$ cat src/rv_config.svh
`ifndef RV_CONFIG_SVH
`define RV_CONFIG_SVH

// Datapath and address width
`define XLEN 32

// Architectural register count
`define NUM_REGS 32

`define RESET_PC 32'h0000_0000

// Data memory depth in words
`define DMEM_WORDS 256

`endif

$ cat src/rv_pkg.sv
`default_nettype none

package rv_pkg;

    // Major opcodes of the supported subset
    typedef enum logic [6:0] {
        OPC_OP     = 7'b0110011,
        OPC_OP_IMM = 7'b0010011,
        OPC_LUI    = 7'b0110111,
        OPC_LOAD   = 7'b0000011,
        OPC_STORE  = 7'b0100011,
        OPC_BRANCH = 7'b1100011,
        OPC_JAL    = 7'b1101111,
        OPC_SYSTEM = 7'b1110011
    } opcode_e;

    typedef enum logic [3:0] {
        ALU_ADD    = 4'd0,
        ALU_SUB    = 4'd1,
        ALU_AND    = 4'd2,
        ALU_OR     = 4'd3,
        ALU_XOR    = 4'd4,
        ALU_SLT    = 4'd5,
        ALU_SLL    = 4'd6,
        ALU_SRL    = 4'd7,
        ALU_PASS_B = 4'd8
    } alu_op_e;

    // Operand source for execute
    typedef enum logic [1:0] {
        FWD_NONE = 2'd0,
        FWD_MEM  = 2'd1,
        FWD_WB   = 2'd2
    } fwd_sel_e;

    typedef enum logic {
        ST_RUN  = 1'b0,
        ST_HALT = 1'b1
    } core_state_e;

endpackage

`default_nettype wire

$ cat src/hazard_ctrl.sv
`timescale 1ns/1ns
`default_nettype none

module hazard_ctrl (
    input  wire [4:0]           id_rs1,
    input  wire [4:0]           id_rs2,
    input  wire [4:0]           ex_rs1,
    input  wire [4:0]           ex_rs2,
    input  wire                 ex_valid,
    input  wire                 ex_mem_ren,
    input  wire [4:0]           ex_rd,
    input  wire                 mem_valid,
    input  wire                 mem_reg_wen,
    input  wire [4:0]           mem_rd,
    input  wire                 rf_wen,
    input  wire [4:0]           rf_waddr,
    input  wire                 redirect,
    output logic                stall,
    output logic                flush,
    output rv_pkg::fwd_sel_e    fwd_a,
    output rv_pkg::fwd_sel_e    fwd_b
);

    logic load_in_ex;
    logic mem_writes;

    assign load_in_ex = ex_valid && ex_mem_ren && (ex_rd != 5'd0);
    assign mem_writes = mem_valid && mem_reg_wen && (mem_rd != 5'd0);

    // Loaded word is ready only once the load reaches writeback
    assign stall = load_in_ex && (ex_rd == id_rs1 || ex_rd == id_rs2);

    // Fetch and decode let a redirect win over a stall
    assign flush = redirect;

    // Memory stage holds the newer value
    always_comb begin
        if (mem_writes && mem_rd == ex_rs1)
            fwd_a = rv_pkg::FWD_MEM;
        else if (rf_wen && rf_waddr == ex_rs1)
            fwd_a = rv_pkg::FWD_WB;
        else
            fwd_a = rv_pkg::FWD_NONE;
        if (mem_writes && mem_rd == ex_rs2)
            fwd_b = rv_pkg::FWD_MEM;
        else if (rf_wen && rf_waddr == ex_rs2)
            fwd_b = rv_pkg::FWD_WB;
        else
            fwd_b = rv_pkg::FWD_NONE;
    end

endmodule

`default_nettype wire

$ cat config.mk
export PLATFORM = sky130hd
export DESIGN_NAME = hazard_ctrl
export DESIGN_NICKNAME = d
export VERILOG_FILES = /design/src/rv_config.svh /design/src/rv_pkg.sv /design/src/hazard_ctrl.sv
export SDC_FILE = /design/constraint.sdc
export NUM_CORES = 1
export LEC_CHECK = 0
export BUFFER_PORTS_ARGS = -buffer_cell sky130_fd_sc_hd__clkbuf_2
export CAP_MARGIN = 10
export CORE_AREA = 8 8 45 47
export DETAILED_ROUTE_END_ITERATION = 8
export DIE_AREA = 0 0 53 55
export GPL_TIMING_DRIVEN = 0
export PLACE_DENSITY = 0.72
export RECOVER_POWER = 50
export SLEW_MARGIN = 20
export SYNTH_ARGS = -nofsm -noshare
export SYNTH_HDL_FRONTEND = slang
export SYNTH_SLANG_ARGS = --single-unit
$ cat constraint.sdc
create_clock -name vclk -period 1.22
set_clock_uncertainty 0.1 [all_clocks]
set_input_delay 0.061 -clock vclk [all_inputs]
set_output_delay 0.061 -clock vclk [all_outputs]
set_load 0.01 [all_outputs]
## Yosys cells after proc, flatten, opt, wreduce, memory -nomap -nowiden

Index checks and enable logic that the tools add are counted.

- Bits of input ports: 41
- Flip-flop bits (word level): 0
- Output and inout bits: 6
- Word-level logic and storage cells: 22

- Reduce and logical (&&, ||, !) cells: 12
- Muxes and demuxes: 4
- Equal/unequal tests: 6

Operators by type and width:

| kind | number |
|---|---|
| $eq A5 B5 Y1 | 6 |
| $reduce_bool A5 Y1 | 2 |
| $logic_and A1 B1 Y1 | 9 |
| $mux W2 | 4 |
| $logic_or A1 B1 Y1 | 1 |

## Depth between registers and ports, before layout

- Depth after elaboration: 4
- Depth in mapped cells: 4
- Gate-level depth less buffers: 4

## Worst setup path after synthesis

No wires, ideal clock.

- Kind: input-to-output
- Start: in mem_rd[3]
- End: out fwd_a[1]
- Cell stages on the path: 4
- Required time: 1.059 ns
- Slack: 0.007 ns
- Data arrival time: 1.052 ns
- Path buffers: 0
- Cell sequence: or4_1 o211ai_2 nor4_1 nor2_1

- Longest elaborated chain between the ends: 4
- Elaborated cells on any way between the ends: 5
- Classes of those cells: 1 x eq/ne; 1 x mux; 3 x reduce/logical

Ends and longest elaborated chain:

| what | RTL line | RTL |
|---|---|---|
| from (decl) | hazard_ctrl.sv:14 | `input wire [4:0] mem_rd,` |
| $reduce_bool A5 Y1 | hazard_ctrl.sv:28 | `assign mem_writes = mem_valid && mem_reg_wen && (mem_rd != 5'd0);` |
| $logic_and A1 B1 Y1 | hazard_ctrl.sv:28 |  |
| $logic_and A1 B1 Y1 * | hazard_ctrl.sv:38 | `if (mem_writes && mem_rd == ex_rs1)` |
| $mux W2 * | hazard_ctrl.sv:38 |  |
| to (decl) | hazard_ctrl.sv:20 | `output rv_pkg::fwd_sel_e fwd_a,` |

Mark *: on every way between the ends. The rest lies on a longest branch, timed or not.

## Worst setup path in the final report

- Start: in mem_rd[1]
- End: out fwd_b[1]

- Longest elaborated chain between the ends: 4
- Elaborated cells on any way between the ends: 5
- Classes of those cells: 1 x eq/ne; 1 x mux; 3 x reduce/logical

Ends and longest elaborated chain:

| what | RTL line | RTL |
|---|---|---|
| $reduce_bool A5 Y1 | hazard_ctrl.sv:28 |  |
| $logic_and A1 B1 Y1 | hazard_ctrl.sv:28 |  |
| $logic_and A1 B1 Y1 * | hazard_ctrl.sv:44 | `if (mem_writes && mem_rd == ex_rs2)` |
| $mux W2 * | hazard_ctrl.sv:44 |  |
| to (decl) | hazard_ctrl.sv:21 | `output rv_pkg::fwd_sel_e fwd_b` |

Marks and branches as above.

==> results.md <==
Synth:
- The summed instance area of the synthesized netlist is 383 um^2.
- The number of warnings reported in the yosys synthesis log is 0.
- The share of synthesized area in the top cell type comes to 41.2%.
- Synthesis produced a netlist whose cell count is 50.
- The commonest cells after synthesis are xor2_1, xnor2_1, nand3_1.
- The register area share after synthesis is 0%.
- The post-synthesis cell type with the largest combined area is xor2_1.
- The net count after synthesis is 91.
- After synthesis, the mean cell area works out to 7.66 um^2.
- The number of distinct library cells after synthesis is 11.
- The most common cell in the synthesized netlist is xor2_1.
- After synthesis, the cell types taking the most area are xor2_1, xnor2_1, nand3_1.

Layout:
- The final cell count without fillers is 115.
- At the end of the flow, the number of nets in the layout was 142.
- Registers take 0 um^2.
- The layout clock buffer count is 0.
- There are 0 flip-flops and latches.
- The number of antenna repair diodes is 0.
- The proportion of layout cells with a drive suffix above 1 is 55.6%.
- The post-route core utilization is 53.8%.
- The filler cell count is 137.
- The area growth from synthesis to layout is 94.4%.

Critical path:
- STA puts the critical path data required time at 1060 ps.
- The critical path goes through buf_8 -> or4_4 -> o211ai_4 -> nor4_2 -> nor2_1 -> buf_2.
- Tracing the worst setup path back leads to its startpoint at mem_rd[1].
- The worst setup path is captured at an output pin.
- Data on the critical path arrives at its endpoint at 1200 ps.
- The most critical setup path has its endpoint at fwd_b[1].
- The sort of element at the start of the critical path is a primary input.
- For this run, the slowest stage of the critical path takes 540 ps.
- The worst setup path is of the primary input to output pin kind.
- The slowest library cell on the worst path is or4_4.
- Of all nets on the critical path, the largest fanout is 2.

Global routing:
- The number of antenna violations at the first check in global routing is 0.
- The number of global-route vias before repair came to 621.
- The global-route wire length before repair is 2460 um.
- The global-route congestion overflow total is 0.
- The global-route usage over all layers is 10.5%.
- Entering global routing, the biggest net connects 4 pins.

Drt:
- The detail-routed via count per cell is 4.65.
- In the routed design, unresolved DRC markers number 0.
- The wire length reported by the detailed router is 1540 um.
- The violation count after the first detailed-route iteration is 2.
- The via count of the routed design is 535.
- The post-detailed-route count of antenna-violating nets is 0.
- The wire length per cell is 13.3 um.
- The first-pass iteration count of the detailed router is 3.

Power:
- The leakage dissipation is 0.360 nW.
- The worst-case vdd ir drop is 0.000131 V.
- The overall power consumption is 0.241 mW.
- In this run the power density over the cells is 324 nW/um^2.

Clocking:
- Hold repair after CTS inserted 0 buffers.

Placement:
- Routability-driven placement finished with a final weighted congestion of 0.851.
- The number of buffers added on ports is 46.
- Before CTS, the worst setup slack after placement is -183 ps.
- The wire-length estimate of the detail-placed layout is 1340 um.
- Once placement completed, the tool counted placed cells totaling 112.

Floorplanning:
- The floorplan step defined a die boundary enclosing 2920 um^2.
- The boundary pin count is 47.
- In this run the vertical extent of the chip is 55 um.
- After floorplanning, the core was divided into 14 placement rows.
- The core area is 1380 um^2.
- The initial core utilization is 27.7%.
- The width of the die is 53 um.

Timing:
- Setup repair after global routing could not meet its margin everywhere.
- The slew at the pin closest to its max-slew limit is 310 ps.
- The worst path in the final design needs a cycle of 1360 ps, including I/O delays and setup.
- The worst relative slew slack is 79.3%.
- The sum of negative setup slack is -396 ps.
- The fmax is 733 MHz.
- The number of slew-limit violations in the final report is 0.
- Dividing the final minimum period by the clock period gives 112%.
- The post-route worst setup slack is -144 ps.
- Setup violations remaining at the end of the flow were counted as 4.
- The final hold violation count came to 0.

Outcome:
- The flow ran to the end, but the final reports show violations.
- The checks that failed: setup timing.

Run:
- Across the run, the number of max-cap violations was 0.

Hold path:
- The path class of the tightest hold or removal check is primary input to output pin.
metal layers:
metal	track usage [%]	up-vias	wire length (um)	part of all wire (%)
met5	0	-	0	0
met4	2.59	0	21	1.4
met3	4.01	2	263	17
met2	21.5	39	788	51
li1	-	275	-	-
met1	9.35	219	462	30
where the power goes:
group	internal, mW	leakage (nW)	switching (mW)
Combinational	0.134	0.360	0.107
Clock	0	0	0
Sequential	0	0	0
cell families after synthesis:
kind of cell | Yosys count | synth area share [%]
buf+inv | 1 | 1.96
xor+xnor | 30 | 68.6
compound gates | 3 | 6.53
simple gates | 16 | 22.9
stage by stage:
step	hold WS [ps]	instance area, um^2
2_1_floorplan	114	383
3_3_place_gp	216	633
3_5_place_dp	215	633
4_1_cts	215	703
5_1_grt	260	744
6_report	236	744
how the worst min path moves through the flow:
stage | start | end | slack [ps] | cells after the start
3_3_place_gp | redirect | flush | 220 | 2
6_report | redirect | flush | 240 | 2
2_1_floorplan | redirect | flush | 110 | 1
5_1_grt | redirect | flush | 260 | 2
4_1_cts | redirect | flush | 210 | 2
3_5_place_dp | redirect | flush | 210 | 2
what timing repair did:
action,in CTS,in global routing
gates resized for setup,8,13
gates cloned,0,0
hold endpoints to repair,0,0
endpoints found under the setup margin,5,5
pin swaps,8,3
setup buffers,2,1
critical path: cells and delay by family:
| kind | cells | cell delay (ps) |
|---|---|---|
| and+or+nand+nor | 3 | 690 |
| buffers and inverters | 2 | 220 |
| AOI/OAI and AO/OA | 1 | 220 |
layout by cell type (no fill, tap or decap), types with 2 or more instances in the layout:
cell	synthesis	layout
or4_4	0	2
buf_2	0	4
nor2_1	2	2
buf_4	1	4
nand3_1	6	6
buf_8	0	3
clkbuf_8	0	2
clkbuf_2	0	36
nor4_1	4	2
xor2_1	18	18
xnor2_1	12	12
layout make-up:
type	instances	area, um^2	area share, %
multi-input cells	49	418	56.1
repair buffers	49	299	40.2
plain buffers	1	7.51	1.01
well taps	16	20.0	2.69
Power figures use the tool's default switching activity.
