--- src/rv_config.svh ---
`ifndef RV_CONFIG_SVH
`define RV_CONFIG_SVH

// Datapath and address width
`define XLEN 32

// Architectural register count
`define NUM_REGS 32

`define RESET_PC 32'h0000_0000

// Data memory depth in words
`define DMEM_WORDS 256

`endif

--- src/rv_pkg.sv ---
`default_nettype none

package rv_pkg;

    // Major opcodes of the supported subset
    typedef enum logic [6:0] {
        OPC_OP     = 7'b0110011,
        OPC_OP_IMM = 7'b0010011,
        OPC_LUI    = 7'b0110111,
        OPC_LOAD   = 7'b0000011,
        OPC_STORE  = 7'b0100011,
        OPC_BRANCH = 7'b1100011,
        OPC_JAL    = 7'b1101111,
        OPC_SYSTEM = 7'b1110011
    } opcode_e;

    typedef enum logic [3:0] {
        ALU_ADD    = 4'd0,
        ALU_SUB    = 4'd1,
        ALU_AND    = 4'd2,
        ALU_OR     = 4'd3,
        ALU_XOR    = 4'd4,
        ALU_SLT    = 4'd5,
        ALU_SLL    = 4'd6,
        ALU_SRL    = 4'd7,
        ALU_PASS_B = 4'd8
    } alu_op_e;

    // Operand source for execute
    typedef enum logic [1:0] {
        FWD_NONE = 2'd0,
        FWD_MEM  = 2'd1,
        FWD_WB   = 2'd2
    } fwd_sel_e;

    typedef enum logic {
        ST_RUN  = 1'b0,
        ST_HALT = 1'b1
    } core_state_e;

endpackage

`default_nettype wire

--- src/fetch_stage.sv ---
`timescale 1ns/1ns
`default_nettype none
`include "rv_config.svh"

module fetch_stage (
    input  wire                 clk,
    input  wire                 rst_n,
    input  wire                 stall,
    input  wire                 redirect,
    input  wire [`XLEN-1:0]     redirect_target,
    input  wire                 halt_req,
    input  wire [`XLEN-1:0]     imem_data,
    output logic [`XLEN-1:0]    imem_addr,
    output logic                if_valid,
    output logic [`XLEN-1:0]    if_pc,
    output logic [31:0]         if_inst,
    output logic                halted
);

    rv_pkg::core_state_e state;
    logic [`XLEN-1:0]    pc;
    logic                frozen;

    assign imem_addr = pc;
    assign halted    = (state == rv_pkg::ST_HALT);
    assign frozen    = halted || halt_req;

    always_ff @(posedge clk) begin
        if (!rst_n) begin
            state <= rv_pkg::ST_RUN;
            pc    <= `RESET_PC;
        end else begin
            if (halt_req)
                state <= rv_pkg::ST_HALT;
            if (!frozen) begin
                // Redirect wins over stall
                if (redirect)
                    pc <= redirect_target;
                else if (!stall)
                    pc <= pc + 32'd4;
            end
        end
    end

    always_ff @(posedge clk) begin
        if (!rst_n) begin
            if_valid <= 1'b0;
        end else if (redirect || frozen) begin
            if_valid <= 1'b0;
        end else if (!stall) begin
            if_valid <= 1'b1;
            if_pc    <= pc;
            if_inst  <= imem_data[31:0];
        end
    end

endmodule

`default_nettype wire

--- config.mk ---
export PLATFORM = sky130hd
export DESIGN_NAME = fetch_stage
export DESIGN_NICKNAME = d
export VERILOG_FILES = /design/src/rv_pkg.sv /design/src/fetch_stage.sv
export VERILOG_INCLUDE_DIRS = /design/src /design/src/src
export SDC_FILE = /design/constraint.sdc
export NUM_CORES = 1
export LEC_CHECK = 0
export ABC_AREA = 1
export BUFFER_PORTS_ARGS = -buffer_cell sky130_fd_sc_hd__clkbuf_2
export CAP_MARGIN = 25
export CORE_ASPECT_RATIO = 0.7
export CORE_MARGIN = 4
export CORE_UTILIZATION = 53
export DETAILED_ROUTE_END_ITERATION = 10
export PLACE_DENSITY = 0.86
export RECOVER_POWER = 25
export SYNTH_ARGS = -nofsm -noshare
export SYNTH_HDL_FRONTEND = slang
export SYNTH_SLANG_ARGS = --single-unit
--- constraint.sdc ---
create_clock -name clk -period 10.5 [get_ports clk]
set_input_delay 2.1 -clock clk [delete_from_list [all_inputs] [get_ports clk]]
set_output_delay 2.1 -clock clk [all_outputs]
set_load 0.005 [all_outputs]
# Yosys cells after proc, flatten, opt, wreduce, memory -nomap -nowiden
# Cells that the tools add are included.
# word_totals
ff_bits	98
in_bits	69
out_inout_bits	98
word_cells	18
# classes
addsub	1
n_eq_ne	1
mux	2
bitwise	4
n_reduce_logical	5
# ops
cell	n
2-to-1 mux 32 bit	2
adder 32 x 3 -> 32 bit (second input constant)	1
inverter 1 bit	4
AND reduction 3 bit	1
logical OR 1 bit	2
inequality test 2 x 1 -> 1 bit (second input constant)	1
AND reduction 2 bit	1
OR reduction 2 bit	1

# Depth between registers and ports, before layout
# Gate-level depths: netlist of the first run.
# depth
ltp_word	4
mapped_depth	10
mapped_depth_nobuf	10

# Worst setup path after synthesis of the first run
# Ideal clock, no wire load.
# synth_path
path_type	input to register
from	input port redirect
to	register if_inst[0], enable pin
setup_time_ns	0.486
arrival_time_ns	5.414
t_required_ns	10.014
path_slack_ns	4.600
path_stages	6
path_buffers	3
path_cell_list	buf_2 -> inv_2 -> buf_4 -> buf_2 -> nand3_1 -> nor2_1
# synth_via
elab_chain_len	3
# synth_lines
element	line	text
start: declaration	fetch_stage.sv:9	input wire redirect,
logical OR 1 bit	fetch_stage.sv:48	end else if (redirect || frozen) begin
inverter 1 bit (no source line)	n/a	
AND reduction 3 bit (no source line)	n/a	
end signal: assignment	fetch_stage.sv:53	if_inst <= imem_data[31:0];
end: declaration	fetch_stage.sv:16	output logic [31:0] if_inst,
# No other way between the ends.
# A chain may end at the register's enable or synchronous reset.

# Final worst setup path of the first run
# layout_path
from	input port redirect
to	register if_pc[16], enable pin
# layout_via
elab_chain_len	3
# layout_lines
element	line	text
logical OR 1 bit	fetch_stage.sv:48	
inverter 1 bit (no source line)	n/a	
AND reduction 3 bit (no source line)	n/a	
end signal: assignment	fetch_stage.sv:52	if_pc <= pc;
end: declaration	fetch_stage.sv:15	output logic [`XLEN-1:0] if_pc,
# No other way between the ends.

==> results.toml, run 1 <==
[grt]
grt_max_degree = 48
grt_use_total = 0.235
overflow = 0
grt_pass1_vias = 3777
antenna_found_initial = 0
grt_pass1_wl_um = 18300

[yosys]
async_reset_ff_frac = 0
synth_top_area_share = 0.440
synth-seq-cells = 98
ys_types = 33
synth_nets = 535
netlist_top_cells_count = "nand2_1, nor2_1, edfxtp_1, dfxtp_1, nand3_1"
synth_ff_type = "edfxtp_1"
ys_seq_area_frac = 0.595
synth_top_area_cell = "edfxtp_1"
synth-edff-count = 64
synth.most_common_cell = "nand2_1"
synth_warnings = 0
synth_area_leaders = "edfxtp_1, dfxtp_1, nand2_1"
avgSynthCellArea_um2 = 9.40
syn_area_mm2 = 0.00437
syn_inst = 465

[outcome]
outcome = "finished clean"

[finish]
n_fill_cell = 604
diodes = 0
final_nets = 699
multi_input_area_mm2 = 0.00157
fin_util = 0.700
areaGrowthSynthToFinish_pct = 27.1
ff_latch_area_mm2 = 0.00260
drive_gt1_frac = 0.360

[critical_path]
arrival_ns = 4.58
crit_type = "input pin to flop"
crit_required_ns = 10.50
end_kind = "flop"
critPathMaxFanout = 47
cp-start-kind = "input pin"

[route]
wl_per_cell_um = 15.4
vias_per_cell = 5.26
vias = 3868
drt_iter0_markers = 401
route.detailed.drc = 0
wl_um = 11400
drt-pass1-iter-count = 5
ant_nets = 0

[placed_design]
detailedPlace.worstSlack_ns = 5.58
gp_congestion = 0.960
port_buffers = 166
hpwl_um = 8350

[cts]
cts.sinks = 98
cts_setup_buffers = 0
clk_pin_slew_ns = 0.07
cts_hold_buf = 0
post_cts_resized = 0
cts_buffers = 9
clk_latency_ns = 0.35
cts_tree = "built"
cts_buffer_depth = 2
root_buffer = "clkbuf_16"
htree_levels = 3

[pwr]
worst_ir_drop_vdd_mv = 0.131
combPwrFrac = 0.082
internal-power_w = 0.000616
sw_frac_of_total = 0.248
p_per_area_mw_per_mm2 = 147
power.leakage_nw = 2.36
p_sw_w = 0.000203
seq_power_share = 0.532
pwr-share-clk = 0.385

[timing]
period_needed_ns = 4.58
tightest_slew_ns = 0.958
tns_ns = 0
slew_violations = 0
rsz0062_at_grt = "no"
final_hold_viol_count = 0
setup_viol = 0
period_share = 0.436
max_freq_mhz = 218
relSlewSlack = 0.361
setup_slack_ns = 5.92
fin_worst_skew_ns = 0.00870

[floorplan]
start_util = 0.551
dieArea_mm2 = 0.00979
pin_count = 167
die_width_um = 117
fp.dieH_um = 84.0
core_mm2 = 0.00794
rows = 27

[worst_hold_path]
hold_class = "flop to flop"

[flow_run]
drv_cap = 0
[cells in the final DEF (no fill, tap or decap), drive strengths merged]
cell type  synthesis  routed
clkinv             2       5
and2               1       1
o211ai             2       2
nand2            130     130
o21ai             12      12
edfxtp            64      64
or2                2       2
dfxtp             34      34
a21oi             34      34
o22ai              1       1
o31ai              1       1
o21bai             1       1
a211oi            10      10
buf               12       2
clkbuf             3     175
nand3             31      31
a31oi              1       1
xnor2              1       1
nor3               2       2
ha                 1       1
nor2              87      87
inv               33      37
[routing by layer]
layer / vias up / GRT usage / share of wire / routed length, um
met2: 189 / 0.387 / 0.47 / 5340
met4: 0 / 0.0688 / 0.014 / 157
met1: 1785 / 0.307 / 0.42 / 4720
met3: 19 / 0.0594 / 0.10 / 1140
met5: - / 0 / 0 / 0
li1: 1875 / - / - / -
[final cells by class]
cell class / instances / share of cell area
Clock inverter: 7 / 0.0106
Multi-Input combinational cell: 317 / 0.282
Tap cell: 101 / 0.0227
Clock buffer: 9 / 0.0405
Inverter: 35 / 0.0236
Sequential cell: 98 / 0.468
Timing Repair Buffer: 168 / 0.152
[critical path, stage by stage]
cell      delay, ns
clkbuf_2       0.26
inv_2          0.66
nand3_1        0.29
nor2_4         0.72
buf_4          0.52
[sequential cells by signal (all words and copies together) (netlist names)]
name / flops
imem_addr: 32
if_valid: 1
if_pc: 32
halted: 1
if_inst: 32
[kinds of logic after synthesis]
logic type,count (synthesis),synth area share
compound gates,62,0.0870
simple gates,253,0.265
flops,98,0.595
buf+inv,50,0.0478
xor+xnor,1,0.00200
fa+ha+maj,1,0.00286
[path summary, 6_finish.rpt]
kind	start	end	slack, ns	depth (start not counted)
min	imem_addr[0]$_SDFFE_PN0P_	if_pc[0]$_DFFE_PP_	0.48	0
max reg2reg	halted$_SDFFE_PN0P_	if_pc[16]$_DFFE_PP_	8.18	4
max	redirect	if_pc[16]$_DFFE_PP_	5.92	5
min reg2reg	imem_addr[0]$_SDFFE_PN0P_	if_pc[0]$_DFFE_PP_	0.48	0
[power groups by stage]
stage / sequential, W / combinational [W] / clock [W]
CTS: 0.000436 / 0.0000673 / 0.000320
global placement: 0.000444 / 0.0000641 / 0
finish: 0.000436 / 0.0000675 / 0.000315
floorplan: 0.000442 / 0.0000353 / 0
detailed placement: 0.000444 / 0.0000666 / 0
global route: 0.000438 / 0.0000758 / 0.000335
[metrics by stage]
stage | power (W) | hold slack, ns | cells | instance area, um^2
global route | 0.000849 | 0.497 | 735 | 5560
finish | 0.000819 | 0.475 | 735 | 5560
floorplan | 0.000477 | 0.449 | 465 | 4370
CTS | 0.000823 | 0.479 | 735 | 5560
global placement | 0.000508 | 0.448 | 719 | 5270
detailed placement | 0.000511 | 0.452 | 719 | 5270
No activity file was read; power rests on OpenSTA's default activity.
==> run 2, diff against run 1 <==
--- a/config.mk
+++ b/config.mk
@@ -11,9 +11,9 @@
 export CAP_MARGIN = 25
 export CORE_ASPECT_RATIO = 0.7
 export CORE_MARGIN = 4
-export CORE_UTILIZATION = 53
+export CORE_UTILIZATION = 44
 export DETAILED_ROUTE_END_ITERATION = 10
-export PLACE_DENSITY = 0.86
+export PLACE_DENSITY = 0.76
 export RECOVER_POWER = 25
 export SYNTH_ARGS = -nofsm -noshare
 export SYNTH_HDL_FRONTEND = slang
==> constraint.sdc (replaced) <==
create_clock -name clk -period 3.83 [get_ports clk]
set_input_delay 0.766 -clock clk [delete_from_list [all_inputs] [get_ports clk]]
set_output_delay 0.766 -clock clk [all_outputs]
set_load 0.005 [all_outputs]
==> results.toml, run 2 (synthesis gave the netlist of run 1 again) <==
[pwr]
sw_frac_of_total = 0.246
p_per_area_mw_per_mm2 = 404
combPwrFrac = 0.081
p_sw_w = 0.000557
seq_power_share = 0.528
pwr-share-clk = 0.391
worst_ir_drop_vdd_mv = 0.269
power.leakage_nw = 2.36
internal-power_w = 0.00171

[placed_design]
port_buffers = 166
hpwl_um = 8790
gp_congestion = 0.888
detailedPlace.worstSlack_ns = 1.37
dpl_cell_area_mm2 = 0.00532

[critical_path]
crit_required_ns = 4.11
cp-start-kind = "input pin"
reg2reg_depth = 10
critPathCapture = "imem_addr[12]$_SDFFE_PN0N_"
arrival_ns = 2.72
rr_startpoint = "imem_addr[2]$_SDFFE_PN0N_"
startpoint = "redirect"
r2r_slack_ns = 2.10
timing.rr.end = "imem_addr[30]$_SDFFE_PN0N_"
end_kind = "flop"
critPathMaxFanout = 46
crit_type = "input pin to flop"

[cts]
post_cts_resized = 0
cts_hold_buf = 0
cts_setup_buffers = 0
root_buffer = "clkbuf_16"
cts_tree = "built"
htree_levels = 3
cts.sinks = 98
cts_buffer_depth = 2
clk_latency_ns = 0.35
cts_buffers = 9
clk_pin_slew_ns = 0.07

[route]
drt-pass1-iter-count = 6
ant_nets = 0
drt_iter0_markers = 276
wl_per_cell_um = 15.1
wl_um = 11500
vias_per_cell = 5.02
route.detailed.drc = 0
vias = 3836

[timing]
tightest_slew_ns = 0.944
max_freq_mhz = 409
rsz0062_at_grt = "no"
period_needed_ns = 2.45
setup_viol = 0
period_share = 0.639
slew_violations = 0
hold_ws_ns = 0.488
fin_worst_skew_ns = 0.0122
setup_slack_ns = 1.38
final_hold_viol_count = 0
relSlewSlack = 0.370
tns_ns = 0

[finish]
design_area_mm2 = 0.00561
drive_gt1_frac = 0.358
final_cell_mix = "clkbuf_2, nand2_1, nor2_1"
final_common_cell = "clkbuf_2"
n_fill_cell = 883
areaGrowthSynthToFinish_pct = 28.4
diodes = 0
fin_util = 0.580
final_nets = 701

[floorplan]
fp.dieH_um = 91.4
die_width_um = 127
start_util = 0.451
pin_count = 167
rows = 30
core_mm2 = 0.00968
dieArea_mm2 = 0.0116

[flow_run]
drv_cap = 0

[grt]
grt_pass1_wl_um = 18600
grt_use_total = 0.201
antenna_found_initial = 0
grt_pass1_vias = 3731
grt_max_degree = 47
overflow = 0

[outcome]
outcome = "finished clean"

[worst_hold_path]
min-delay-start = "imem_addr[1]$_SDFFE_PN0P_"
hold_class = "flop to flop"
==> run 2: cell count changes in the layout (fill, tap and decap cells not counted), sizes merged <==
cell,previous run,this run
clkbuf,175,176
clkinv,5,3
buf,2,4
clkinvlp,0,1
==> run 2: routing by layer <==
metal	vias to the layer above	part of all wire	GRT usage
met2	165	0.46	0.320
met5	-	0	0
li1	1874	-	-
met3	8	0.091	0.0600
met4	0	0.0075	0.0518
met1	1789	0.45	0.269
==> run 2: power groups by stage <==
stage | Combinational [W] | Sequential [W] | Clock (W)
global route | 0.000206 | 0.00120 | 0.000960
global placement | 0.000179 | 0.00122 | 0
detailed placement | 0.000184 | 0.00122 | 0
finish | 0.000183 | 0.00120 | 0.000887
CTS | 0.000185 | 0.00120 | 0.000908
floorplan | 0.0000968 | 0.00121 | 0
==> run 2: worst min-delay path by stage <==
stage / end / slack, ns / cells after the start
6_report: if_pc[1]$_DFFE_PP_ / 0.49 / 0
5_1_grt: if_pc[1]$_DFFE_PP_ / 0.52 / 0
4_1_cts: if_pc[1]$_DFFE_PP_ / 0.50 / 0
3_5_place_dp: if_pc[1]$_DFFE_PP_ / 0.48 / 0
3_3_place_gp: if_pc[0]$_DFFE_PP_ / 0.47 / 0
2_1_floorplan: if_pc[0]$_DFFE_PP_ / 0.45 / 0
==> run 2: final cells by class <==
class	count	area [um^2]	share of cell area
Tap cell	128	160	0.0285
Timing Repair Buffer	170	857	0.153
Sequential cell	98	2600	0.464
Clock inverter	6	56.3	0.0100
Clock buffer	10	239	0.0426
Multi-Input combinational cell	317	1570	0.279
Inverter	35	131	0.0234
==> run 2: per-stage QoR <==
stage	std cells	power [W]
5_1_grt	764	0.00237
6_report	764	0.00227
3_5_place_dp	748	0.00140
2_1_floorplan	465	0.00131
4_1_cts	764	0.00229
3_3_place_gp	748	0.00140
==> run 2: worst max-delay path, cell delays in order <==
cell	delay (ns)
clkbuf_1	0.63
inv_2	0.06
buf_4	0.30
nor2_2	0.49
inv_1	0.20
o211ai_2	0.10
nand2_1	0.07
a21oi_1	0.11
==> run 3, diff against run 2 <==
--- a/config.mk
+++ b/config.mk
@@ -6,14 +6,14 @@
 export SDC_FILE = /design/constraint.sdc
 export NUM_CORES = 1
 export LEC_CHECK = 0
-export ABC_AREA = 1
+export ABC_AREA = 0
 export BUFFER_PORTS_ARGS = -buffer_cell sky130_fd_sc_hd__clkbuf_2
 export CAP_MARGIN = 25
 export CORE_ASPECT_RATIO = 0.7
 export CORE_MARGIN = 4
-export CORE_UTILIZATION = 44
+export CORE_UTILIZATION = 48
 export DETAILED_ROUTE_END_ITERATION = 10
-export PLACE_DENSITY = 0.76
+export PLACE_DENSITY = 0.8
 export RECOVER_POWER = 25
 export SYNTH_ARGS = -nofsm -noshare
 export SYNTH_HDL_FRONTEND = slang
==> constraint.sdc (replaced) <==
create_clock -name clk -period 2.3 [get_ports clk]
set_input_delay 0.46 -clock clk [delete_from_list [all_inputs] [get_ports clk]]
set_output_delay 0.46 -clock clk [all_outputs]
set_load 0.005 [all_outputs]
==> results.toml, run 3 <==
[cts]
cts_buffer_depth = 2
cts_buffers = 9
post_cts_resized = 0
cts.sinks = 98
cts_setup_buffers = 0
root_buffer = "clkbuf_16"
htree_levels = 3
cts_tree = "built"
clk_latency_ns = 0.35
clk_pin_slew_ns = 0.07
cts_hold_buf = 0

[yosys]
async_reset_ff_frac = 0
synth_top_area_share = 0.467
synth_top_area_cell = "edfxtp_1"
syn_area_mm2 = 0.00412
ys_seq_area_frac = 0.632
synth.most_common_cell = "edfxtp_1"
synth-edff-count = 64
ys_types = 53
avgSynthCellArea_um2 = 12.1
netlist_top_cells_count = "edfxtp_1, dfxtp_1, nand2_1, nor2_1, nand3_1"
synth_area_leaders = "edfxtp_1, dfxtp_1, nand4_1"
synth-seq-cells = 98
syn_inst = 340
synth_nets = 410
synth_ff_type = "edfxtp_1"
synth_warnings = 0

[pwr]
p_sw_w = 0.000955
worst_ir_drop_vdd_mv = 0.568
pwr-share-clk = 0.398
p_per_area_mw_per_mm2 = 705
internal-power_w = 0.00296
sw_frac_of_total = 0.244
seq_power_share = 0.511
combPwrFrac = 0.091
power.leakage_nw = 2.25

[finish]
drive_gt1_frac = 0.411
final_common_cell = "clkbuf_2"
fin_util = 0.684
multi_input_area_mm2 = 0.00146
n_fill_cell = 635
final_cell_mix = "clkbuf_2, edfxtp_1, dfxtp_1"
ff_latch_area_mm2 = 0.00260
final_nets = 598
diodes = 0
areaGrowthSynthToFinish_pct = 34.6

[critical_path]
crit_type = "flop to flop"
critPathMaxFanout = 8
crit_required_ns = 2.54
startpoint = "imem_addr[3]$_SDFFE_PN0N_"
cp-start-kind = "flop"
arrival_ns = 2.40
crit_slowest_cell = "or3_1"
critical_path.max_stage_delay_ns = 0.54
path_cells = "ha_1 -> nand4_2 -> or3_1 -> o211a_1 -> o31a_1"
end_kind = "flop"
rr_startpoint = "imem_addr[3]$_SDFFE_PN0N_"

[timing]
max_freq_mhz = 464
final_hold_viol_count = 0
relSlewSlack = 0.522
tightest_slew_ns = 0.714
setup_viol = 0
setup_slack_ns = 0.146
period_needed_ns = 2.15
hold_ws_ns = 0.278
period_share = 0.937
tns_ns = 0
rsz0062_at_grt = "no"
slew_violations = 0
fin_worst_skew_ns = 0.00796

[route]
route.detailed.drc = 0
wl_per_cell_um = 19.8
vias = 3816
drt-pass1-iter-count = 4
drt_iter0_markers = 370
wl_um = 12500
ant_nets = 0
vias_per_cell = 6.02

[placed_design]
detailedPlace.worstSlack_ns = 0.182
hpwl_um = 9130
port_buffers = 166
gp_congestion = 0.910

[grt]
grt_pass1_vias = 3658
grt_use_total = 0.245
antenna_found_initial = 0
grt_max_degree = 34
grt_pass1_wl_um = 19500
overflow = 0

[worst_hold_path]
min-delay-start = "imem_data[3]"
hold_class = "input pin to flop"

[floorplan]
die_width_um = 119
rows = 27
fp.dieH_um = 85.5
pin_count = 167
core_mm2 = 0.00811
dieArea_mm2 = 0.0102
start_util = 0.508

[flow_run]
drv_cap = 0

[outcome]
outcome = "finished clean"
## run 3: cell type report
class	count	share of cell area
clock buffers	9	0.0406
repair buffers	194	0.188
inverters	3	0.00203
multi-input cells	222	0.262
clock inverters	7	0.0151
well taps	101	0.0228
flip-flops and latches	98	0.469
## run 3: logic make-up after synthesis
family          after synthesis  synth area share
mux                          10            0.0252
simple gates                132             0.180
flops                        98             0.632
fa+ha+maj                     1           0.00304
compound gates               79             0.141
buf+inv                      20            0.0191
## run 3: final timing paths
check                                                   to  slack (ns)  cells past startpoint
worst max-delay path            imem_addr[22]$_SDFFE_PN0N_        0.15                      5
worst min-delay path                  if_inst[3]$_DFFE_PP_        0.28                      1
worst max register to register  imem_addr[22]$_SDFFE_PN0N_        0.15                      5
worst min register to register          if_pc[1]$_DFFE_PP_        0.49                      0
## run 3: power groups by stage
stage / clock network, W / registers, W / logic (W)
after floorplan: 0 / 0.00203 / 0.000148
after global placement: 0 / 0.00203 / 0.000349
after detailed placement: 0 / 0.00203 / 0.000356
after CTS: 0.00158 / 0.00200 / 0.000358
after global routing: 0.00166 / 0.00201 / 0.000386
final: 0.00156 / 0.00200 / 0.000355
## run 3: metrics by stage
stage | power [W] | cell area [um^2] | std cells
2_1_floorplan | 0.00218 | 4140 | 340
3_3_place_gp | 0.00238 | 5260 | 618
3_5_place_dp | 0.00239 | 5260 | 618
4_1_cts | 0.00393 | 5570 | 634
5_1_grt | 0.00405 | 5540 | 634
6_report | 0.00391 | 5540 | 634
## run 3: layer usage
layer | GRT usage | wire, um | vias to the layer above
met5 | 0 | 0 | -
met4 | 0.0873 | 167 | 0
met3 | 0.0837 | 1430 | 16
met2 | 0.356 | 5440 | 244
met1 | 0.345 | 5510 | 1794
li1 | - | - | 1762
## run 3: worst max-delay path: cells and delay by family, from the launching register on
kind / cells / cell delay [ns]
AOI/OAI and AO/OA: 2 / 0.53
and+or+nand+nor: 2 / 0.75
DFF: 1 / 0.46
adders and majority gates: 1 / 0.30
