File: src/rv_config.svh
`ifndef RV_CONFIG_SVH
`define RV_CONFIG_SVH

// Datapath and address width
`define XLEN 32

// Architectural register count
`define NUM_REGS 32

`define RESET_PC 32'h0000_0000

// Data memory depth in words
`define DMEM_WORDS 256

`endif

File: src/rv_pkg.sv
`default_nettype none

package rv_pkg;

    // Major opcodes of the supported subset
    typedef enum logic [6:0] {
        OPC_OP     = 7'b0110011,
        OPC_OP_IMM = 7'b0010011,
        OPC_LUI    = 7'b0110111,
        OPC_LOAD   = 7'b0000011,
        OPC_STORE  = 7'b0100011,
        OPC_BRANCH = 7'b1100011,
        OPC_JAL    = 7'b1101111,
        OPC_SYSTEM = 7'b1110011
    } opcode_e;

    typedef enum logic [3:0] {
        ALU_ADD    = 4'd0,
        ALU_SUB    = 4'd1,
        ALU_AND    = 4'd2,
        ALU_OR     = 4'd3,
        ALU_XOR    = 4'd4,
        ALU_SLT    = 4'd5,
        ALU_SLL    = 4'd6,
        ALU_SRL    = 4'd7,
        ALU_PASS_B = 4'd8
    } alu_op_e;

    // Operand source for execute
    typedef enum logic [1:0] {
        FWD_NONE = 2'd0,
        FWD_MEM  = 2'd1,
        FWD_WB   = 2'd2
    } fwd_sel_e;

    typedef enum logic {
        ST_RUN  = 1'b0,
        ST_HALT = 1'b1
    } core_state_e;

endpackage

`default_nettype wire

File: src/decode_stage.sv
`timescale 1ns/1ns
`default_nettype none
`include "rv_config.svh"

module decode_stage (
    input  wire                 clk,
    input  wire                 rst_n,
    input  wire                 stall,
    input  wire                 flush,
    input  wire                 if_valid,
    input  wire [`XLEN-1:0]     if_pc,
    input  wire [31:0]          if_inst,
    input  wire                 rf_wen,
    input  wire [4:0]           rf_waddr,
    input  wire [`XLEN-1:0]     rf_wdata,
    output logic                id_valid,
    output logic [`XLEN-1:0]    id_pc,
    output logic [4:0]          id_rs1,
    output logic [4:0]          id_rs2,
    output logic [4:0]          id_rd,
    output logic [`XLEN-1:0]    id_rs1_val,
    output logic [`XLEN-1:0]    id_rs2_val,
    output logic [`XLEN-1:0]    id_imm,
    output rv_pkg::alu_op_e     id_alu_op,
    output logic                id_use_imm,
    output logic                id_reg_wen,
    output logic                id_mem_ren,
    output logic                id_mem_wen,
    output logic                id_is_beq,
    output logic                id_is_bne,
    output logic                id_is_jal,
    output logic                id_is_halt
);

    logic [`XLEN-1:0] regs [`NUM_REGS];

    rv_pkg::opcode_e  opcode;
    rv_pkg::alu_op_e  alu_op;
    logic [4:0]       rs1, rs2, rd;
    logic [2:0]       funct3;
    logic [`XLEN-1:0] imm, rs1_val, rs2_val;
    logic             use_imm, reg_wen, mem_ren, mem_wen;
    logic             is_beq, is_bne, is_jal, is_halt;

    assign opcode = rv_pkg::opcode_e'(if_inst[6:0]);
    assign rd     = if_inst[11:7];
    assign funct3 = if_inst[14:12];
    assign rs1    = if_inst[19:15];
    assign rs2    = if_inst[24:20];

    always_comb begin
        alu_op  = rv_pkg::ALU_ADD;
        imm     = '0;
        use_imm = 1'b0;
        reg_wen = 1'b0;
        mem_ren = 1'b0;
        mem_wen = 1'b0;
        is_beq  = 1'b0;
        is_bne  = 1'b0;
        is_jal  = 1'b0;
        is_halt = 1'b0;
        case (opcode)
            rv_pkg::OPC_OP: begin
                reg_wen = 1'b1;
                case (funct3)
                    3'b000: alu_op = if_inst[30] ? rv_pkg::ALU_SUB : rv_pkg::ALU_ADD;
                    3'b001: alu_op = rv_pkg::ALU_SLL;
                    3'b010: alu_op = rv_pkg::ALU_SLT;
                    3'b100: alu_op = rv_pkg::ALU_XOR;
                    3'b101: alu_op = rv_pkg::ALU_SRL;
                    3'b110: alu_op = rv_pkg::ALU_OR;
                    default: alu_op = rv_pkg::ALU_AND;
                endcase
            end
            rv_pkg::OPC_OP_IMM, rv_pkg::OPC_LOAD: begin
                imm     = {{20{if_inst[31]}}, if_inst[31:20]};
                use_imm = 1'b1;
                reg_wen = 1'b1;
                mem_ren = (opcode == rv_pkg::OPC_LOAD);
            end
            rv_pkg::OPC_LUI: begin
                imm     = {if_inst[31:12], 12'b0};
                alu_op  = rv_pkg::ALU_PASS_B;
                use_imm = 1'b1;
                reg_wen = 1'b1;
            end
            rv_pkg::OPC_STORE: begin
                imm     = {{20{if_inst[31]}}, if_inst[31:25], if_inst[11:7]};
                use_imm = 1'b1;
                mem_wen = 1'b1;
            end
            rv_pkg::OPC_BRANCH: begin
                imm    = {{20{if_inst[31]}}, if_inst[7], if_inst[30:25],
                          if_inst[11:8], 1'b0};
                is_beq = (funct3 == 3'b000);
                is_bne = (funct3 == 3'b001);
            end
            rv_pkg::OPC_JAL: begin
                imm     = {{12{if_inst[31]}}, if_inst[19:12], if_inst[20],
                           if_inst[30:21], 1'b0};
                reg_wen = 1'b1;
                is_jal  = 1'b1;
            end
            rv_pkg::OPC_SYSTEM: is_halt = (if_inst[31:7] == 25'h2000);
            default: ;
        endcase
    end

    // Register file, write-first
    always_ff @(posedge clk) begin
        if (rf_wen && rf_waddr != 5'd0)
            regs[rf_waddr] <= rf_wdata;
    end

    assign rs1_val = (rs1 == 5'd0) ? '0 :
                     (rf_wen && rf_waddr == rs1) ? rf_wdata : regs[rs1];
    assign rs2_val = (rs2 == 5'd0) ? '0 :
                     (rf_wen && rf_waddr == rs2) ? rf_wdata : regs[rs2];

    always_ff @(posedge clk) begin
        if (!rst_n || stall || flush || !if_valid) begin
            id_valid   <= 1'b0;
            id_reg_wen <= 1'b0;
            id_mem_ren <= 1'b0;
            id_mem_wen <= 1'b0;
            id_is_beq  <= 1'b0;
            id_is_bne  <= 1'b0;
            id_is_jal  <= 1'b0;
            id_is_halt <= 1'b0;
        end else begin
            id_valid   <= 1'b1;
            id_reg_wen <= reg_wen;
            id_mem_ren <= mem_ren;
            id_mem_wen <= mem_wen;
            id_is_beq  <= is_beq;
            id_is_bne  <= is_bne;
            id_is_jal  <= is_jal;
            id_is_halt <= is_halt;
        end
        id_pc      <= if_pc;
        id_rs1     <= rs1;
        id_rs2     <= rs2;
        id_rd      <= rd;
        id_rs1_val <= rs1_val;
        id_rs2_val <= rs2_val;
        id_imm     <= imm;
        id_alu_op  <= alu_op;
        id_use_imm <= use_imm;
    end

endmodule

`default_nettype wire

File: config.mk
export PLATFORM = sky130hd
export DESIGN_NAME = decode_stage
export DESIGN_NICKNAME = d
export VERILOG_FILES = /design/src/rv_pkg.sv /design/src/decode_stage.sv
export VERILOG_INCLUDE_DIRS = /design/src /design/src/src
export SDC_FILE = /design/constraint.sdc
export NUM_CORES = 1
export LEC_CHECK = 0
export BUFFER_PORTS_ARGS = -buffer_cell sky130_fd_sc_hd__buf_2
export CAP_MARGIN = 20
export CORE_ASPECT_RATIO = 1.5
export CORE_MARGIN = 2
export CORE_UTILIZATION = 25
export CTS_CLUSTER_DIAMETER = 30
export DETAILED_ROUTE_END_ITERATION = 8
export PLACE_DENSITY = 0.44
export SYNTH_ARGS = -nofsm -noshare
export SYNTH_HDL_FRONTEND = slang
export SYNTH_SLANG_ARGS = --single-unit
File: constraint.sdc
create_clock -name clk -period 3.4 [get_ports clk]
set_input_delay 0.34 -clock clk [delete_from_list [all_inputs] [get_ports clk]]
set_output_delay 0.34 -clock clk [all_outputs]
set_load 0.005 [all_outputs]
# Yosys cells after proc, flatten, opt, wreduce, memory -nomap -nowiden

Memory sizes are Yosys's and may differ from the RTL's. A register that Yosys moved wholly into a read port is not among the register bits.
Index checks and enable logic that the tools add are counted.

Register bits: 92
Memory bits (writable): 1,024
Output and inout bits: 156
Logic and storage cells: 60
Memories: 1

Eq/ne operators: 14
Multiplexer cells: 11
Bitwise logic cells: 3
Reduce and logical (&&, ||, !) cells: 16

Memories:

| memory | words | bits a word | read ports | clocked after memory_dff | wr ports | RTL line           | RTL |
|---|---|---|---|---|---|---|---|
| regs   | 32    | 32          | 2          | 2                        | 1        | decode_stage.sv:35 | `` logic [`XLEN-1:0] regs [`NUM_REGS]; `` |

Operators with widths:

| cell                                            | number |
|---|---|
| one-hot mux 32 bit (5 select lines)             | 1 |
| == test 25 x 14 -> 1 bit, second input constant | 1 |
| == test 7 x 6 -> 1 bit, second input constant   | 3 |
| == test 7 bit, second input constant            | 3 |
| one-hot mux 3 bit (6 select lines)              | 1 |
| zero test 5 bit                                 | 2 |
| == test 3 bit, second input constant            | 3 |
| 2-to-1 mux 1 bit                                | 8 |
| one-hot mux 4 bit (2 select lines)              | 1 |
| OR reduction 2 bit                              | 4 |
| == test 7 x 2 -> 1 bit, second input constant   | 1 |
| == test 7 x 5 -> 1 bit, second input constant   | 1 |
| nonzero test 5 bit                              | 1 |
| OR reduction 5 bit                              | 1 |
| OR reduction 4 bit                              | 1 |
| == test 3 x 1 -> 1 bit, second input constant   | 1 |
| == test 3 x 2 -> 1 bit, second input constant   | 1 |
| zero test 3 bit                                 | 1 |
| logical OR 1 bit                                | 3 |
| NOT 1 bit                                       | 3 |
| zero test 1 bit                                 | 2 |
| logical AND 1 bit                               | 1 |

# Logic depth before layout (Yosys ltp)

Gate-level depths: netlist of the first run.

Depth in word-level cells: 5
Gate-level depth with buffers: 9
Mapped depth without buffers: 5

# Least setup slack after synthesis of the first run

No wires, ideal clock.

Path kind: input -> register
Start: in rf_waddr[2]
End: mem regs[28][0] in the netlist's numbering (enable)
Setup time: 0.421 ns
Data arrival time: 2.665 ns
Slack: 0.314 ns
Stages: 6
Cell sequence: buf_2 -> or3_1 -> o31ai_4 -> or3_1 -> clkbuf_1 -> nor2_1

Cells in the longest elaborated chain, start to end: 4

Ends and longest elaborated chain:

| element                                | RTL line            | RTL |
|---|---|---|
| from (decl)                            | decode_stage.sv:14  | `input wire [4:0] rf_waddr,` |
| nonzero test 5 bit                     | decode_stage.sv:111 | `if (rf_wen && rf_waddr != 5'd0)` |
| logical AND 1 bit                      | decode_stage.sv:111 |  |
| 2-to-1 mux 1 bit                       | decode_stage.sv:111 |  |
| 2-to-1 mux 1 bit (implied by the code) | decode_stage.sv:112 | `regs[rf_waddr] <= rf_wdata;` |
| to (decl)                              | decode_stage.sv:35  |  |

Several ways; a longest one is shown, not always the timed one.

# Worst setup path after layout of the first run

Start: in if_inst[20]
End: reg id_rs2_val[9] (read register of regs)

Cells in the longest elaborated chain, start to end: 1

Ends and longest elaborated chain:

| element         | RTL line            | RTL |
|---|---|---|
| from (decl)     | decode_stage.sv:12  | `input wire [31:0] if_inst,` |
| zero test 5 bit | decode_stage.sv:117 | `assign rs2_val = (rs2 == 5'd0) ? '0 :` |
| to (decl)       | decode_stage.sv:22  | `` output logic [`XLEN-1:0] id_rs2_val, `` |

Several ways; a longest one is shown, not always the timed one.
A chain may end at the register's enable or synchronous reset.

==> metrics.txt, run 1 <==
sequential share of power 37.6%; RSZ-0062 raised after global routing false; clock sink total 1180; ranking of synthesized cells by area edfxtp_1 60%, mux4_2 22%, dfxtp_1 6.1%; routability cong. 0.788; post-route ant nets 0; Worst Setup End Kind register; FMAX 384 MHz; Worst path slowest cell dlygate4sd3_1; status finished, final reports clean; Worst Path Max Fanout 34; synth warn 0; post_cts resized 0; CP Data Required Time 4.10 ns; Mapped Area 51500 um^2; WP data arrival 3.30 ns; largest net degree at the start of global routing 65; layout cells sized above 1 42.0%; final net count 3390; Peak VDD IR just under 500 uV; Switching Fraction 23.2%; Leak about 23 nW; Max-Cap Viols 0; H-tree levels 4; initial antenna violation count 21; CP Class in -> reg; Period minus WS final approximately 2.6 ns; drt drc 0; Placeable Area roughly 200000 um^2; Power Density 649 nW/um^2; boundary pin count between 200 and 300; max-slew violation count 0; remaining global-route overflow 0; CP dominant cell by count buf_12; vias per cell 5.00; WL/cell between 30 and 40 um; Setup Total Neg Slack 0 ns; clock-pin slew on the worst setup and hold paths ~0.050 ns; average cell area after synthesis 19.3 um^2; die area ~210000 um^2; element type at the critical path start input port; Seq/Total Area, Yosys approximately 66%; TritonCTS Buffers 242; Power Total 0.0435 W; area of the multi-input gates 17100 um^2; register bit count reported by yosys 1180; Bufs and invs on worst path 4; router iterations before antenna repair 6; setup bufs post-CTS 0; CTS max path bufs 4; max_slew headroom 46.9%; Tcrit/Tclk final about three quarters; asr flop ratio synth 0%; Root Buffer clkbuf_16; Yosys top cell area share 59.7%; sequence of cells on the critical path dlygate4sd3_1, buf_8, buf_12, buf_12, mux4_2, a22oi_1, o21ai_0, nor4_1, nor3_1; P_int 0.0334 W; Die Ht 560 um; die width 375 um; IO Port Bufs 262; setup violators final 0; EDFF count, synth 1024; top_reg_cell synth edfxtp_1; Worst path top cell family by delay buffers and inverters; clk_lat worst skew 0.87 ns; Worst-Margin Slew 0.797 ns; cell taking the most area after synthesis edfxtp_1; Net Switching 0.0101 W; Syn-to-layout area delta 30.0%; vias 30800; gr usage total between 10% and 20%; sequential cell area 33900 um^2; vias in the first global route 32600; FP Rows 204; count of cell types in the netlist 61; crit-path max cell delay around 0.56 ns; Initial DRC Count between 2000 and 3000; final wirelength 190000 um; Clock Power Share around 56%; first-pass GRT wire length approximately 260000 um; worst min path class in -> reg; most common cell after layout, fill and taps aside edfxtp_1; Initial Util 25.1%; placed wire-length estimate 118000 um; most frequent cells in the layout 1024 x edfxtp_1, 508 x mux4_2, 255 x buf_2; clock skew 0.0600 ns; Mapped Cells around 2700; Comb power frac 6.8%; Final Hold Fails 0; CTS tree done; FILL cells 19600
## worst register-to-register path, delay by kind of cell (launching register included)
family | cells | cell delay, ns
mux | 3 | 0.96
flops | 1 | 0.40
simple gates | 1 | 0.10
compound gates | 1 | 0.53
## power by group through the flow
stage | registers [W] | clock network (W) | logic [W]
after global placement | 0.0166 | 0 | 0.00293
after detailed placement | 0.0166 | 0 | 0.00293
after CTS | 0.0164 | 0.0247 | 0.00302
after global routing | 0.0164 | 0.0253 | 0.00316
final | 0.0163 | 0.0242 | 0.00296
after floorplan | 0.0165 | 0 | 0.00153
## final timing paths
check / start / end / slack [ns] / cells after the start
setup reg to reg: regs[7][16]$_DFFE_PP_ / id_rs2_val[16]$_SDFF_PN0_ / 1.27 / 5
setup / recovery: if_inst[20] / id_rs2_val[9]$_SDFF_PN0_ / 0.80 / 9
hold reg to reg: regs[28][22]$_DFFE_PP_ / id_rs1_val[22]$_SDFF_PN0_ / 0.90 / 5
hold / removal: rf_wdata[5] / regs[7][5]$_DFFE_PP_ / 0.06 / 1
## routing by layer
layer	track usage (%)	vias to the layer above	wire length, um
met5	0	-	39
met4	6.02	6	6190
met3	3.11	349	10700
met2	32.2	1223	99500
met1	21.2	16600	73200
li1	-	12600	-
## flip-flops by register name (all words and copies together) (netlist names)
| register | count |
|---|---|
| id_mem_ren | 1 |
| id_rs1_val | 32 |
| regs | 1024 |
| id_reg_wen | 1 |
| id_is_beq | 1 |
| id_is_jal | 1 |
| id_imm | 32 |
| id_use_imm | 1 |
| id_is_halt | 1 |
| id_rs2_val | 32 |
| id_rs1 | 5 |
| id_rd | 5 |
| id_valid | 1 |
| id_pc | 32 |
| id_mem_wen | 1 |
| id_is_bne | 1 |
| id_alu_op | 4 |
| id_rs2 | 5 |
## cell usage after synthesis, types with 15 or more instances
cell	count
or4_1	27
mux4_2	508
buf_1	15
buf_4	23
o31ai_1	23
a22oi_1	35
mux2i_1	119
dfxtp_1	156
o21ai_0	35
nor2_1	130
mux2_2	52
a21o_1	20
buf_2	91
nand2_1	36
edfxtp_1	1024
o22ai_1	89
clkbuf_1	74
nor3_1	93
## metrics by stage
step	instance area, um^2	cells	hold WS, ns	utilization [%]	setup slack (ns)
finish	67000	6166	0.0599	32.6	0.796
global route	67000	6164	0.0550	32.6	0.728
CTS	67000	6162	0.000677	32.6	0.823
floorplan	51700	2704	0.368	-	0.314
detailed placement	57700	5627	0.444	28.1	0.505
global placement	57700	5627	0.442	28.1	0.516
## area by class of cell
class	count	area share (%)
Timing Repair Buffer	541	6.46
Clock inverter	167	2.96
Antenna cell	4	0.0149
Tap cell	2678	5.00
Inverter	7	0.0392
Multi-Input combinational cell	1311	25.4
Clock buffer	278	9.55
Sequential cell	1180	50.5
## logic make-up (layout without fill, tap and decap cells)
| group | Yosys count | count (layout) | synth area share [%] |
|---|---|---|---|
| AOI/OAI and AO/OA | 229 | 229 | 2.99 |
| muxes | 679 | 679 | 25.6 |
| DFF | 1180 | 1180 | 65.7 |
| xor gates and xnor gates | 11 | 11 | 0.187 |
| and+or+nand+nor | 360 | 360 | 3.48 |
| other | 1 | 36 | 0.00728 |
| buffers and inverters | 213 | 993 | 1.98 |
## what timing repair did
item / CTS / global route
hold endpoints to repair: 547 / 0
endpoints found under the setup margin: 0 / 0
hold buffers: 90 / 0
Note: power is estimated with default switching activity, not from simulation.
==> run 2, diff against run 1 <==
--- a/config.mk
+++ b/config.mk
@@ -13,7 +13,7 @@
 export CORE_UTILIZATION = 25
 export CTS_CLUSTER_DIAMETER = 30
 export DETAILED_ROUTE_END_ITERATION = 8
-export PLACE_DENSITY = 0.44
+export PLACE_DENSITY = 0.46
 export SYNTH_ARGS = -nofsm -noshare
 export SYNTH_HDL_FRONTEND = slang
 export SYNTH_SLANG_ARGS = --single-unit
==> constraint.sdc (replaced) <==
create_clock -name clk -period 2.37 [get_ports clk]
set_input_delay 0.237 -clock clk [delete_from_list [all_inputs] [get_ports clk]]
set_output_delay 0.237 -clock clk [all_outputs]
set_load 0.005 [all_outputs]
==> run 2 against run 1 <==
Against the previous run:
- core utilization increased by 1.1 points
- largest power group unchanged
- largest cell class unchanged
- critical path type unchanged
- clock-buffer cell count increased by 6
- combinational power increased by 53%
==> metrics.txt, run 2 (synthesis results as in run 1) <==
die area 210000 um^2 (unchanged); Worst-Margin Slew 0.899 ns (+0.102 ns); TritonCTS Buffers 246 (+1.7%); sequence of cells on the critical path dlygate4sd3_1, buf_2, nor2_1, nand3_2, or4_4, dlygate4sd3_1, nor2_1, dlygate4sd3_1; Metal-1 WL 75800 um (+3.5%); Period minus WS final roughly 2.4 ns; largest net degree at the start of global routing 38 (-42%); Critical Path Start if_inst[3]; router iterations before antenna repair 5 (-1); total length of routed met3 wires 11400 um (+7.2%); gr usage total 18.3% (+0.46 points); FMAX between 400 and 500 MHz; Worst Path Max Fanout 9 (-74%); remaining global-route overflow 0 (unchanged); setup violators final 0 (unchanged); max-slew violation count 0 (unchanged); element type at the critical path start input port; clk_lat worst skew 0.86 ns (about the same); routability cong. 0.839 (+6.6%); Leak 23.8 nW (+4.7%); status finished, final reports clean; Power Density 913 nW/um^2 (+41%); max reg flops 1024 (unchanged); layout cells sized above 1 44.1% (+2.1 points); final net count 3571 (+5.3%); CTS tree done; CP Class in -> reg; most frequent cells in the layout 1024 x edfxtp_1, 508 x mux4_2, 255 x buf_2; Syn-to-layout area delta 34.3%; Final Core Density 33.7% (+1.1 points); FP Rows 204 (unchanged); Setup Total Neg Slack 0 ns (unchanged); Worst Setup End Kind register; Initial Util 25.1% (unchanged); Worst Hold Launch if_pc[10]; WL/cell 30.6 um (-0.42%); met2 WL 99500 um (about the same); WP data arrival 3.16 ns (-0.14 ns); initial antenna violation count 16 (-24%); CTS max path bufs 4 (unchanged); max_slew headroom 39.9% (-7.0 points); highest metal used met5; clock sink total 1180 (unchanged); Hold Path Cell Cnt 2 (+1); H-tree levels 4 (unchanged); Worst path slowest cell dlygate4sd3_1; Die Ht 560 um (unchanged); Initial DRC Count 2690 (+7.0%); Placeable Area 205000 um^2 (unchanged); drt drc 0 (unchanged); first-pass GRT wire length 269000 um (+2.8%); CP dominant cell by count dlygate4sd3_1; worst min path class in -> reg; placed wire-length estimate 125000 um (+5.9%); Largest Register regs; IO Port Bufs 262 (unchanged); worst reg2reg path depth 7 (+2); Max-Cap Viols 0 (unchanged); clock-pin slew on the worst setup and hold paths 0.05 ns (about the same); vias per cell 4.99 (-0.17%); Peak VDD IR 608 uV (+25%); crit-path max cell delay 0.60 ns (+0.04 ns); Root Buffer clkbuf_16; FF-to-FF Start regs[20][0]$_DFFE_PP_; Final Hold Fails 0 (unchanged); final wirelength 195000 um (+2.6%); die width 375 um (unchanged); boundary pin count 263 (unchanged); Tcrit/Tclk final 99.2%; post-route ant nets 0 (unchanged); vias 31700 (+2.9%); clock skew 0.0527 ns (-0.00731 ns); most common cell after layout, fill and taps aside edfxtp_1; CP Data Required Time 3.18 ns (-0.92 ns); vias in the first global route 34100 (+4.9%)
## run 2: cell count changes in the layout (fill, tap and decap cells not counted), sizes merged
cell         before  now
dlygate4sd3      90  140
clkbuf          279  285
clkinvlp         25   33
diode             4    3
inv              44   45
buf             450  577
clkinv           72   69
## run 2: worst max-delay path, delay by kind of cell
| kind | cells | cell delay, ns |
|---|---|---|
| buf+inv | 4 | 1.87 |
| simple gates | 4 | 1.04 |
## run 2: layout make-up
type | count | area, um^2
fillers | 19500 | 136000
well taps | 2678 | 3350
inverters | 7 | 26.3
repair buffers | 718 | 6350
diodes | 3 | 7.51
flip-flops and latches | 1180 | 33900
clock buffers | 284 | 6490
clock inverters | 173 | 2050
multi-input cells | 1311 | 17100
## run 2: repair_timing
item	CTS	global route
buffers inserted	0	1
hold buffers	140	0
gates resized for setup	0	6
hold endpoints to repair	1122	0
endpoints found under the setup margin	0	3
## run 2: per-layer routing
layer	up-vias	GRT usage (%)
met5	-	0
met4	8	7.25
met3	394	3.25
met2	1247	32.3
met1	17100	22.0
li1	13000	-
## run 2: stage by stage
stage          cell area [um^2]  total power, W  instances  setup WS, ns  hold slack, ns
3_5_place_dp              59200          0.0283       5753        -0.333           0.341
5_1_grt                   69200          0.0651       6354      -0.00655          0.0287
6_report                  69200          0.0632       6354        0.0196          0.0649
2_1_floorplan             51700          0.0258       2704        -0.339           0.265
3_3_place_gp              59200          0.0283       5753        -0.343           0.339
4_1_cts                   69200          0.0640       6350        0.0442        0.000862
## run 2: final timing paths
path / slack (ns) / end
hold reg to reg: 0.87 / id_rs2_val[14]$_SDFF_PN0_
setup reg to reg: 0.31 / id_rs1_val[0]$_SDFF_PN0_
setup / recovery: 0.02 / id_is_bne$_SDFF_PP0_
hold / removal: 0.06 / id_pc[10]$_DFF_P_
## run 2: where the power goes
part / internal (W) / total (W) / switching (W)
clock: 0.0233 / 0.0353 / 0.0119
sequential: 0.0231 / 0.0235 / 0.000360
combinational: 0.00208 / 0.00452 / 0.00243
total: 0.0485 / 0.0632 / 0.0147
